--- src/common/pipe_pkg.sv ---
`default_nettype none

package pipe_pkg;

    localparam int WORD_W = 32;
    localparam int NUM_REGS = 32;

    typedef logic [WORD_W-1:0]   word_t;
    typedef logic [4:0]          reg_addr_t;
    typedef logic [2*WORD_W-1:0] cnt_t;

    // Register zero is hardwired, never written or forwarded
    localparam reg_addr_t REG_ZERO = 5'd0;

    // Instruction field positions
    localparam int OPC_HI = 31;
    localparam int OPC_LO = 26;
    localparam int RD_HI = 25;
    localparam int RD_LO = 21;
    localparam int RS1_HI = 20;
    localparam int RS1_LO = 16;
    localparam int RS2_HI = 15;
    localparam int RS2_LO = 11;
    localparam int IMM_HI = 15;
    localparam int IMM_LO = 0;

    localparam int IMM_W = IMM_HI - IMM_LO + 1;
    localparam int SHAMT_W = 5;

    // Any code not listed here is illegal
    typedef enum logic [5:0] {
        OP_ADD      = 6'h01,
        OP_SUB      = 6'h02,
        OP_AND      = 6'h03,
        OP_OR       = 6'h04,
        OP_XOR      = 6'h05,
        OP_SLL      = 6'h06,
        OP_SRL      = 6'h07,
        OP_ADDI     = 6'h08,
        OP_LUI      = 6'h09,
        OP_ST       = 6'h0a,
        OP_RDCNT_LO = 6'h0b,
        OP_RDCNT_HI = 6'h0c
    } opcode_e;

    typedef enum logic [2:0] {
        ALU_ADD,
        ALU_SUB,
        ALU_AND,
        ALU_OR,
        ALU_XOR,
        ALU_SLL,
        ALU_SRL,
        ALU_PASS_B
    } alu_op_e;

endpackage

`default_nettype wire

--- src/common/pipe_ifs.sv ---
`timescale 1ns/1ps
`default_nettype none

interface dec_exe_if;
    import pipe_pkg::*;

    logic      valid;
    word_t     pc;
    word_t     instr;
    alu_op_e   alu_op;
    reg_addr_t rd;
    reg_addr_t rs1;
    // Port B source, rd for stores
    reg_addr_t rs2;
    word_t     op_a;
    word_t     op_b;
    word_t     imm;
    logic      use_imm;
    logic      writes_rd;
    logic      is_store;
    logic      is_cnt_hi;
    logic      is_cnt_lo;
    logic      excp;

    modport src (
        output valid, pc, instr, alu_op, rd, rs1, rs2, op_a, op_b, imm,
        output use_imm, writes_rd, is_store, is_cnt_hi, is_cnt_lo, excp
    );
    modport snk (
        input valid, pc, instr, alu_op, rd, rs1, rs2, op_a, op_b, imm,
        input use_imm, writes_rd, is_store, is_cnt_hi, is_cnt_lo, excp
    );
endinterface

interface exe_wb_if;
    import pipe_pkg::*;

    logic      valid;
    word_t     pc;
    word_t     instr;
    logic      we;
    reg_addr_t waddr;
    word_t     wdata;
    logic      is_store;
    word_t     st_addr;
    word_t     st_data;
    logic      excp;

    modport src (output valid, pc, instr, we, waddr, wdata, is_store, st_addr, st_data, excp);
    modport snk (input valid, pc, instr, we, waddr, wdata, is_store, st_addr, st_data, excp);
endinterface

interface fwd_if;
    import pipe_pkg::*;

    logic      valid;
    logic      we;
    reg_addr_t waddr;
    word_t     wdata;

    modport src (output valid, we, waddr, wdata);
    modport snk (input valid, we, waddr, wdata);
endinterface

`default_nettype wire

--- src/source/reg_file.sv ---
`timescale 1ns/1ps
`default_nettype none

module reg_file (
    input  logic                clk,
    input  logic                rst,
    input  pipe_pkg::reg_addr_t raddr_a_i,
    input  pipe_pkg::reg_addr_t raddr_b_i,
    output pipe_pkg::word_t     rdata_a_o,
    output pipe_pkg::word_t     rdata_b_o,
    input  logic                we_i,
    input  pipe_pkg::reg_addr_t waddr_i,
    input  pipe_pkg::word_t     wdata_i
);
    import pipe_pkg::*;

    word_t regs [NUM_REGS];

    always_ff @(posedge clk) begin
        if (rst) begin
            for (int i = 0; i < NUM_REGS; i++) begin
                regs[i] <= '0;
            end
        end else if (we_i && waddr_i != REG_ZERO) begin
            regs[waddr_i] <= wdata_i;
        end
    end

    // Entry zero is cleared by reset and never written
    assign rdata_a_o = regs[raddr_a_i];
    assign rdata_b_o = regs[raddr_b_i];

endmodule

`default_nettype wire

--- src/decode/decode_stage.sv ---
`timescale 1ns/1ps
`default_nettype none

module decode_stage (
    input  logic                clk,
    input  logic                rst,
    input  logic                flush_i,
    input  logic                instr_valid_i,
    input  pipe_pkg::word_t     instr_i,
    input  pipe_pkg::word_t     pc_i,
    output pipe_pkg::reg_addr_t rf_raddr_a_o,
    output pipe_pkg::reg_addr_t rf_raddr_b_o,
    input  pipe_pkg::word_t     rf_rdata_a_i,
    input  pipe_pkg::word_t     rf_rdata_b_i,
    dec_exe_if.src              dec_o
);
    import pipe_pkg::*;

    opcode_e          opcode;
    reg_addr_t        rd;
    reg_addr_t        rs1;
    reg_addr_t        rs2;
    logic [IMM_W-1:0] imm16;
    word_t            imm;
    alu_op_e          alu_op;
    logic             use_imm;
    logic             writes_rd;
    logic             is_store;
    logic             is_cnt_lo;
    logic             is_cnt_hi;
    logic             excp;

    assign opcode = opcode_e'(instr_i[OPC_HI:OPC_LO]);
    assign rd = instr_i[RD_HI:RD_LO];
    assign rs1 = instr_i[RS1_HI:RS1_LO];
    assign rs2 = instr_i[RS2_HI:RS2_LO];
    assign imm16 = instr_i[IMM_HI:IMM_LO];

    always_comb begin
        alu_op = ALU_ADD;
        imm = {{(WORD_W-IMM_W){imm16[IMM_W-1]}}, imm16};
        use_imm = 1'b0;
        writes_rd = 1'b1;
        is_store = 1'b0;
        is_cnt_lo = 1'b0;
        is_cnt_hi = 1'b0;
        excp = 1'b0;
        case (opcode)
            OP_ADD: alu_op = ALU_ADD;
            OP_SUB: alu_op = ALU_SUB;
            OP_AND: alu_op = ALU_AND;
            OP_OR: alu_op = ALU_OR;
            OP_XOR: alu_op = ALU_XOR;
            OP_SLL: alu_op = ALU_SLL;
            OP_SRL: alu_op = ALU_SRL;
            OP_ADDI: use_imm = 1'b1;
            OP_LUI: begin
                alu_op = ALU_PASS_B;
                imm = {imm16, {(WORD_W-IMM_W){1'b0}}};
                use_imm = 1'b1;
            end
            // Address is rs1 + imm, data comes from rd
            OP_ST: begin
                use_imm = 1'b1;
                writes_rd = 1'b0;
                is_store = 1'b1;
            end
            OP_RDCNT_LO: is_cnt_lo = 1'b1;
            OP_RDCNT_HI: is_cnt_hi = 1'b1;
            default: begin
                writes_rd = 1'b0;
                excp = 1'b1;
            end
        endcase
    end

    assign rf_raddr_a_o = rs1;
    assign rf_raddr_b_o = is_store ? rd : rs2;

    always_ff @(posedge clk) begin
        if (rst || flush_i) begin
            dec_o.valid <= 1'b0;
            dec_o.use_imm <= 1'b0;
            dec_o.writes_rd <= 1'b0;
            dec_o.is_store <= 1'b0;
            dec_o.is_cnt_lo <= 1'b0;
            dec_o.is_cnt_hi <= 1'b0;
            dec_o.excp <= 1'b0;
        end else begin
            dec_o.valid <= instr_valid_i;
            dec_o.use_imm <= use_imm;
            dec_o.writes_rd <= writes_rd;
            dec_o.is_store <= is_store;
            dec_o.is_cnt_lo <= is_cnt_lo;
            dec_o.is_cnt_hi <= is_cnt_hi;
            dec_o.excp <= excp;
        end
    end

    always_ff @(posedge clk) begin
        dec_o.pc <= pc_i;
        dec_o.instr <= instr_i;
        dec_o.alu_op <= alu_op;
        dec_o.rd <= rd;
        dec_o.rs1 <= rs1;
        dec_o.rs2 <= rf_raddr_b_o;
        dec_o.op_a <= rf_rdata_a_i;
        dec_o.op_b <= rf_rdata_b_i;
        dec_o.imm <= imm;
    end

    a_excp_no_write: assert property (@(posedge clk) disable iff (rst)
        dec_o.valid && dec_o.excp |-> !dec_o.writes_rd);

endmodule

`default_nettype wire

--- src/execute/execute_stage.sv ---
`timescale 1ns/1ps
`default_nettype none

module execute_stage (
    input  logic   clk,
    input  logic   rst,
    input  logic   flush_i,
    dec_exe_if.snk dec_i,
    exe_wb_if.src  wb_o,
    fwd_if.src     exe_fwd_o,
    fwd_if.snk     wb_fwd_i
);
    import pipe_pkg::*;

    cnt_t      cycle_cnt;
    word_t     opa;
    word_t     opb;
    word_t     alu_b;
    word_t     alu_res;
    word_t     exe_wdata;

    logic      valid_q;
    logic      we_q;
    logic      excp_q;
    logic      store_q;
    logic      cnt_lo_q;
    logic      cnt_hi_q;
    word_t     pc_q;
    word_t     instr_q;
    reg_addr_t waddr_q;
    word_t     res_q;
    word_t     st_data_q;

    function automatic logic fwd_hit(input logic valid, input logic we,
                                     input reg_addr_t waddr, input reg_addr_t src);
        return valid && we && waddr == src && waddr != REG_ZERO;
    endfunction

    // Nearer instruction wins over the one in writeback
    always_comb begin
        if (fwd_hit(exe_fwd_o.valid, exe_fwd_o.we, exe_fwd_o.waddr, dec_i.rs1)) begin
            opa = exe_fwd_o.wdata;
        end else if (fwd_hit(wb_fwd_i.valid, wb_fwd_i.we, wb_fwd_i.waddr, dec_i.rs1)) begin
            opa = wb_fwd_i.wdata;
        end else begin
            opa = dec_i.op_a;
        end
        if (fwd_hit(exe_fwd_o.valid, exe_fwd_o.we, exe_fwd_o.waddr, dec_i.rs2)) begin
            opb = exe_fwd_o.wdata;
        end else if (fwd_hit(wb_fwd_i.valid, wb_fwd_i.we, wb_fwd_i.waddr, dec_i.rs2)) begin
            opb = wb_fwd_i.wdata;
        end else begin
            opb = dec_i.op_b;
        end
    end

    assign alu_b = dec_i.use_imm ? dec_i.imm : opb;

    always_comb begin
        case (dec_i.alu_op)
            ALU_ADD: alu_res = opa + alu_b;
            ALU_SUB: alu_res = opa - alu_b;
            ALU_AND: alu_res = opa & alu_b;
            ALU_OR: alu_res = opa | alu_b;
            ALU_XOR: alu_res = opa ^ alu_b;
            ALU_SLL: alu_res = opa << alu_b[SHAMT_W-1:0];
            ALU_SRL: alu_res = opa >> alu_b[SHAMT_W-1:0];
            default: alu_res = alu_b;
        endcase
    end

    always_ff @(posedge clk) begin
        if (rst) begin
            cycle_cnt <= '0;
        end else begin
            cycle_cnt <= cycle_cnt + 1'b1;
        end
    end

    always_ff @(posedge clk) begin
        if (rst || flush_i) begin
            valid_q <= 1'b0;
            we_q <= 1'b0;
            excp_q <= 1'b0;
            store_q <= 1'b0;
            cnt_lo_q <= 1'b0;
            cnt_hi_q <= 1'b0;
        end else begin
            valid_q <= dec_i.valid;
            we_q <= dec_i.valid && dec_i.writes_rd;
            excp_q <= dec_i.valid && dec_i.excp;
            store_q <= dec_i.valid && dec_i.is_store;
            cnt_lo_q <= dec_i.is_cnt_lo;
            cnt_hi_q <= dec_i.is_cnt_hi;
        end
    end

    always_ff @(posedge clk) begin
        pc_q <= dec_i.pc;
        instr_q <= dec_i.instr;
        waddr_q <= dec_i.rd;
        res_q <= alu_res;
        st_data_q <= opb;
    end

    // Counter sampled in the cycle before commit
    assign exe_wdata = cnt_hi_q ? cycle_cnt[2*WORD_W-1:WORD_W] :
                       cnt_lo_q ? cycle_cnt[WORD_W-1:0] : res_q;

    assign wb_o.valid = valid_q;
    assign wb_o.pc = pc_q;
    assign wb_o.instr = instr_q;
    assign wb_o.we = we_q;
    assign wb_o.waddr = waddr_q;
    assign wb_o.wdata = exe_wdata;
    assign wb_o.is_store = store_q;
    assign wb_o.st_addr = res_q;
    assign wb_o.st_data = st_data_q;
    assign wb_o.excp = excp_q;

    assign exe_fwd_o.valid = valid_q;
    assign exe_fwd_o.we = we_q;
    assign exe_fwd_o.waddr = waddr_q;
    assign exe_fwd_o.wdata = exe_wdata;

    a_excp_no_we: assert property (@(posedge clk) disable iff (rst)
        wb_o.valid && wb_o.excp |-> !wb_o.we);

endmodule

`default_nettype wire

--- src/writeback/writeback_stage.sv ---
`timescale 1ns/1ps
`default_nettype none

module writeback_stage (
    input  logic                clk,
    input  logic                rst,
    input  logic                flush_i,
    exe_wb_if.snk               exe_i,
    fwd_if.src                  fwd_o,
    output logic                rf_we_o,
    output pipe_pkg::reg_addr_t rf_waddr_o,
    output pipe_pkg::word_t     rf_wdata_o,
    output logic                commit_valid_o,
    output pipe_pkg::word_t     commit_pc_o,
    output pipe_pkg::word_t     commit_instr_o,
    output logic                commit_we_o,
    output pipe_pkg::reg_addr_t commit_waddr_o,
    output pipe_pkg::word_t     commit_wdata_o,
    output logic                commit_excp_o,
    output logic                store_commit_o,
    output pipe_pkg::word_t     store_addr_o,
    output pipe_pkg::word_t     store_data_o,
    output logic                redirect_o
);
    logic store_q;

    // Register file is written as the instruction enters commit
    assign rf_we_o = exe_i.valid && exe_i.we && !flush_i;
    assign rf_waddr_o = exe_i.waddr;
    assign rf_wdata_o = exe_i.wdata;

    always_ff @(posedge clk) begin
        if (rst || flush_i) begin
            commit_valid_o <= 1'b0;
            commit_we_o <= 1'b0;
            commit_excp_o <= 1'b0;
            store_q <= 1'b0;
        end else begin
            commit_valid_o <= exe_i.valid;
            commit_we_o <= exe_i.valid && exe_i.we;
            commit_excp_o <= exe_i.valid && exe_i.excp;
            store_q <= exe_i.valid && exe_i.is_store;
        end
    end

    always_ff @(posedge clk) begin
        commit_pc_o <= exe_i.pc;
        commit_instr_o <= exe_i.instr;
        commit_waddr_o <= exe_i.waddr;
        commit_wdata_o <= exe_i.wdata;
        store_addr_o <= exe_i.st_addr;
        store_data_o <= exe_i.st_data;
    end

    assign store_commit_o = store_q && !commit_excp_o;
    assign redirect_o = commit_excp_o;

    assign fwd_o.valid = commit_valid_o;
    assign fwd_o.we = commit_we_o;
    assign fwd_o.waddr = commit_waddr_o;
    assign fwd_o.wdata = commit_wdata_o;

    a_strobes: assert property (@(posedge clk) disable iff (rst)
        !(store_commit_o && redirect_o) && ((store_commit_o || redirect_o) -> commit_valid_o));

endmodule

`default_nettype wire

--- src/source/pipe_tail_top.sv ---
`timescale 1ns/1ps
`default_nettype none

module pipe_tail_top (
    input  logic                clk,
    input  logic                rst,
    input  logic                instr_valid_i,
    input  pipe_pkg::word_t     instr_i,
    input  pipe_pkg::word_t     pc_i,
    input  logic                flush_i,
    output logic                commit_valid_o,
    output pipe_pkg::word_t     commit_pc_o,
    output pipe_pkg::word_t     commit_instr_o,
    output logic                commit_we_o,
    output pipe_pkg::reg_addr_t commit_waddr_o,
    output pipe_pkg::word_t     commit_wdata_o,
    output logic                commit_excp_o,
    output logic                store_commit_o,
    output pipe_pkg::word_t     store_addr_o,
    output pipe_pkg::word_t     store_data_o,
    output logic                redirect_o
);
    import pipe_pkg::*;

    reg_addr_t rf_raddr_a;
    reg_addr_t rf_raddr_b;
    word_t     rf_rdata_a;
    word_t     rf_rdata_b;
    logic      rf_we;
    reg_addr_t rf_waddr;
    word_t     rf_wdata;

    dec_exe_if dec_exe ();
    exe_wb_if  exe_wb ();
    fwd_if     exe_fwd ();
    fwd_if     wb_fwd ();

    reg_file u_reg_file (
        .clk       (clk),
        .rst       (rst),
        .raddr_a_i (rf_raddr_a),
        .raddr_b_i (rf_raddr_b),
        .rdata_a_o (rf_rdata_a),
        .rdata_b_o (rf_rdata_b),
        .we_i      (rf_we),
        .waddr_i   (rf_waddr),
        .wdata_i   (rf_wdata)
    );

    decode_stage u_decode (
        .clk           (clk),
        .rst           (rst),
        .flush_i       (flush_i),
        .instr_valid_i (instr_valid_i),
        .instr_i       (instr_i),
        .pc_i          (pc_i),
        .rf_raddr_a_o  (rf_raddr_a),
        .rf_raddr_b_o  (rf_raddr_b),
        .rf_rdata_a_i  (rf_rdata_a),
        .rf_rdata_b_i  (rf_rdata_b),
        .dec_o         (dec_exe.src)
    );

    execute_stage u_execute (
        .clk       (clk),
        .rst       (rst),
        .flush_i   (flush_i),
        .dec_i     (dec_exe.snk),
        .wb_o      (exe_wb.src),
        .exe_fwd_o (exe_fwd.src),
        .wb_fwd_i  (wb_fwd.snk)
    );

    writeback_stage u_writeback (
        .clk            (clk),
        .rst            (rst),
        .flush_i        (flush_i),
        .exe_i          (exe_wb.snk),
        .fwd_o          (wb_fwd.src),
        .rf_we_o        (rf_we),
        .rf_waddr_o     (rf_waddr),
        .rf_wdata_o     (rf_wdata),
        .commit_valid_o (commit_valid_o),
        .commit_pc_o    (commit_pc_o),
        .commit_instr_o (commit_instr_o),
        .commit_we_o    (commit_we_o),
        .commit_waddr_o (commit_waddr_o),
        .commit_wdata_o (commit_wdata_o),
        .commit_excp_o  (commit_excp_o),
        .store_commit_o (store_commit_o),
        .store_addr_o   (store_addr_o),
        .store_data_o   (store_data_o),
        .redirect_o     (redirect_o)
    );

endmodule

`default_nettype wire

--- config.mk ---
export PLATFORM = sky130hd
export DESIGN_NAME = pipe_tail_top
export DESIGN_NICKNAME = d
export VERILOG_FILES = /design/src/common/pipe_pkg.sv /design/src/common/pipe_ifs.sv /design/src/source/reg_file.sv /design/src/decode/decode_stage.sv /design/src/execute/execute_stage.sv /design/src/writeback/writeback_stage.sv /design/src/source/pipe_tail_top.sv
export SDC_FILE = /design/constraint.sdc
export NUM_CORES = 2
export LEC_CHECK = 0
export BUFFER_PORTS_ARGS = -buffer_cell sky130_fd_sc_hd__buf_2
export CORE_ASPECT_RATIO = 0.9
export CORE_UTILIZATION = 59
export CTS_BUF_LIST = sky130_fd_sc_hd__clkbuf_8
export CTS_CLUSTER_SIZE = 40
export DETAILED_ROUTE_END_ITERATION = 8
export PLACE_DENSITY_LB_ADDON = 0.15
export SLEW_MARGIN = 20
export SYNTH_ARGS = -nofsm -noshare
export SYNTH_HDL_FRONTEND = slang
export SYNTH_HIERARCHICAL = 1
export SYNTH_SLANG_ARGS = --single-unit
--- constraint.sdc ---
create_clock -name clk -period 5.9 [get_ports clk]
set_input_delay 0.885 -clock clk [delete_from_list [all_inputs] [get_ports clk]]
set_output_delay 0.885 -clock clk [all_outputs]
set_load 0.02 [all_outputs]
==> qor.txt <==
CP endpoint kind: register
CTS buffer count: 275
CTS sink count: 1570
Final wirelength: 293000 um
# rows: 128
Share of layout cells above drive strength 1: 16.2%
Most common cell in the synthesized netlist: mux2i_1
Yosys warns: 6
FMAX: 175 MHz
Final Critical Period: 5700 ps
Worst Setup Start Kind: register
#FFs+latches synth: 1570
Placement Cell Area: 0.0840 mm2
Remaining DRCs: 0
Max FFs per register: 1024
Setup Skew: 71.5 ps
Sequential area share after synthesis: 51.8%
Clock Latency Late Sink: 990 ps
First-pass GRT wire length: 415000 um
Net count, final: 7660
Clk buf depth: 4
Area growth, synth to finish: 11.6%
Slew headroom: 14.7%
Hold Path Class: in2reg
Predominant post-synthesis flop cell: edfxtp_1
Register-to-Register Path Depth: 25
Biggest regs: u_reg_file/regs: 1024 flops, u_execute/cycle_cnt: 64 flops
Fillers: 10408
Area taken by multi-input logic gates: 0.0353 mm2
FF-to-FF Start: u_execute/exe_fwd_o.waddr[1]
Grt total ovfl: 0
Area contributors post-synth: edfxtp_1, mux2i_1, dfxtp_1, and2_1, nand2_1
Asr flop ratio synth: 0%
Initial antenna violation count: 19
Largest net degree at the start of global routing: 66
Status: complete, no violations
IO buf count: 237
Syn Inst Count: 7203
Core Util, Final: 66.3%
Required @ worst endpoint: 6700 ps
R2R Path End: u_execute/wb_o.st_addr[29]
R2r setup slk: 200 ps
IO Pins: 238
Syn_area_per_cell: 11.2 um2
Antenna Nets Post-Route: 0
Post-synth EDFFs: 1024
Max_cap viols: 0
Post-synth top area share: 38.2%
Placed cells: 8992
Routed vias/inst: 6.51
GRT Util Overall: 41.5%
Final period utilization: 96.7%
Cell area after synthesis: 0.0804 mm2
DR WL/cell: 30.8 um
Worst-Margin Slew: 1280 ps
Post-route cell area: 0.0898 mm2
DR iter-0 viols: 8256
CP Max Fanout: 5
CTS tree: done
Hold Worst Slack: 77.8 ps
Die area: 0.138 mm2
Starting Density: 59.4%
Top reg by flops: u_reg_file/regs
Die W: 391 um
DIE HEIGHT: 352 um
Register area: 0.0417 mm2
Drt pass-1 iters: 6
# H-tree levels: 5
Crit path to: u_execute/wb_o.st_addr[29]
Worst-path clk slew: 60 ps
Fin Setup TNS: 0 ps
Area leader, netlist: edfxtp_1
Clock root buffer: clkbuf_8
Vias in the first global route: 59374
Non-Filler Instances: 9514
Final Hold Viols: 0
Hold path cells: 1
Worst path arrival time: 6500 ps
VDD IR max: 0.000313 V
Gpl congestion: 1.03
Core ar.: 0.135 mm2
Synth unique cells: 105
Setup violators final: 0
DR vias: 61983
Hpwl dp: 197000 um
CP Launch Point: u_execute/exe_fwd_o.waddr[1]
P_leak: 0.0375 uW
P per Cell Area: 336 mW/mm2
Leading cell types by count after synthesis: mux2i_1, edfxtp_1, and2_1
Critical path type: reg2reg
Slew Viols, Final: 0
final cells by class:
type / count / area share (%)
inverter: 83 / 0.353
clock inverter: 156 / 0.936
timing repair buffer: 700 / 5.65
sequential: 1570 / 46.4
antenna: 16 / 0.0446
multi-input combinational: 4863 / 39.4
tap: 1820 / 2.54
clock buffer: 306 / 4.69
per-layer routing:
metal | vias to the layer above | routed length (um) | track usage [%]
met3 | 841 | 38200 | 11.5
met1 | 30168 | 114000 | 56.8
li1 | 26461 | - | -
met5 | - | 95 | 0
met2 | 4497 | 125000 | 61.2
met4 | 16 | 15000 | 19.1
worst max-delay path: stages (launching register included):
cell	delay, ps
dfxtp_1	380
or4_4	580
o211ai_4	230
buf_4	160
nor2_4	50
o311ai_2	300
and2_4	190
buf_4	100
nand4_1	210
nor4_4	340
buf_4	180
buf_4	130
a31oi_1	90
xnor2_1	140
ha_1	340
or3_1	350
o211ai_1	160
o21a_1	220
a21oi_1	90
a2111oi_2	300
buf_4	200
o31ai_4	80
a21boi_2	200
xor2_1	200
o32a_1	190
nand3_1	90
stage by stage:
stage          total power, uW  worst slack [ps]
6_report                 30200               195
5_1_grt                  31000             -75.0
3_3_place_gp             20500               103
4_1_cts                  29900              23.6
3_5_place_dp             20500               117
2_1_floorplan            17500              4.38
timing repair:
action,4_1_cts,5_1_grt
hold buffers,38,0
setup endpoints to repair,0,9
gates resized for setup,0,70
hold endpoints to repair,38,0
buffers inserted,0,6
where the power goes:
part / total [uW] / internal [uW] / switching, uW / leakage (uW)
clock: 9480 / 5070 / 4410 / 0.00293
combinational: 7300 / 2290 / 5000 / 0.0195
sequential: 13400 / 12500 / 868 / 0.0151
total: 30200 / 19900 / 10300 / 0.0375
worst min-delay path by stage:
stage                            start                       endpoint  slack (ps)
2_1_floorplan  u_decode/dec_o.instr[0]        u_execute/wb_o.instr[0]         310
3_3_place_gp   u_execute/wb_o.instr[1]  u_writeback/commit_instr_o[1]         310
3_5_place_dp   u_decode/dec_o.instr[2]        u_execute/wb_o.instr[2]         310
4_1_cts                    instr_i[31]       u_decode/dec_o.instr[31]          10
5_1_grt                    instr_i[31]       u_decode/dec_o.instr[31]          30
6_report                   instr_i[24]           u_decode/dec_o.rd[3]          80
cells by family after synthesis:
family                     after synthesis  synth area share, %
muxes                                 1248                 15.7
buffers and inverters                  801                 5.13
adders and majority gates               99                 1.55
and+or+nand+nor                       2214                 14.9
xor gates and xnor gates               130                 1.42
DFF                                   1570                 51.8
AOI/OAI and AO/OA                     1140                 9.48
other                                    1              0.00466
cell usage in the layout, fill, tap and decap left out, types with 95 or more instances in the layout:
cell / n
ha_1: 97
nor2_1: 171
mux2i_1: 1192
a31oi_1: 95
dfxtp_1: 544
a21oi_1: 327
a22oi_1: 207
edfxtp_1: 1024
clkbuf_8: 306
a22o_1: 136
inv_1: 167
nand2_1: 447
nand3_1: 254
buf_2: 235
buf_4: 400
and2_1: 1014
(Power assumes the default switching activity.)
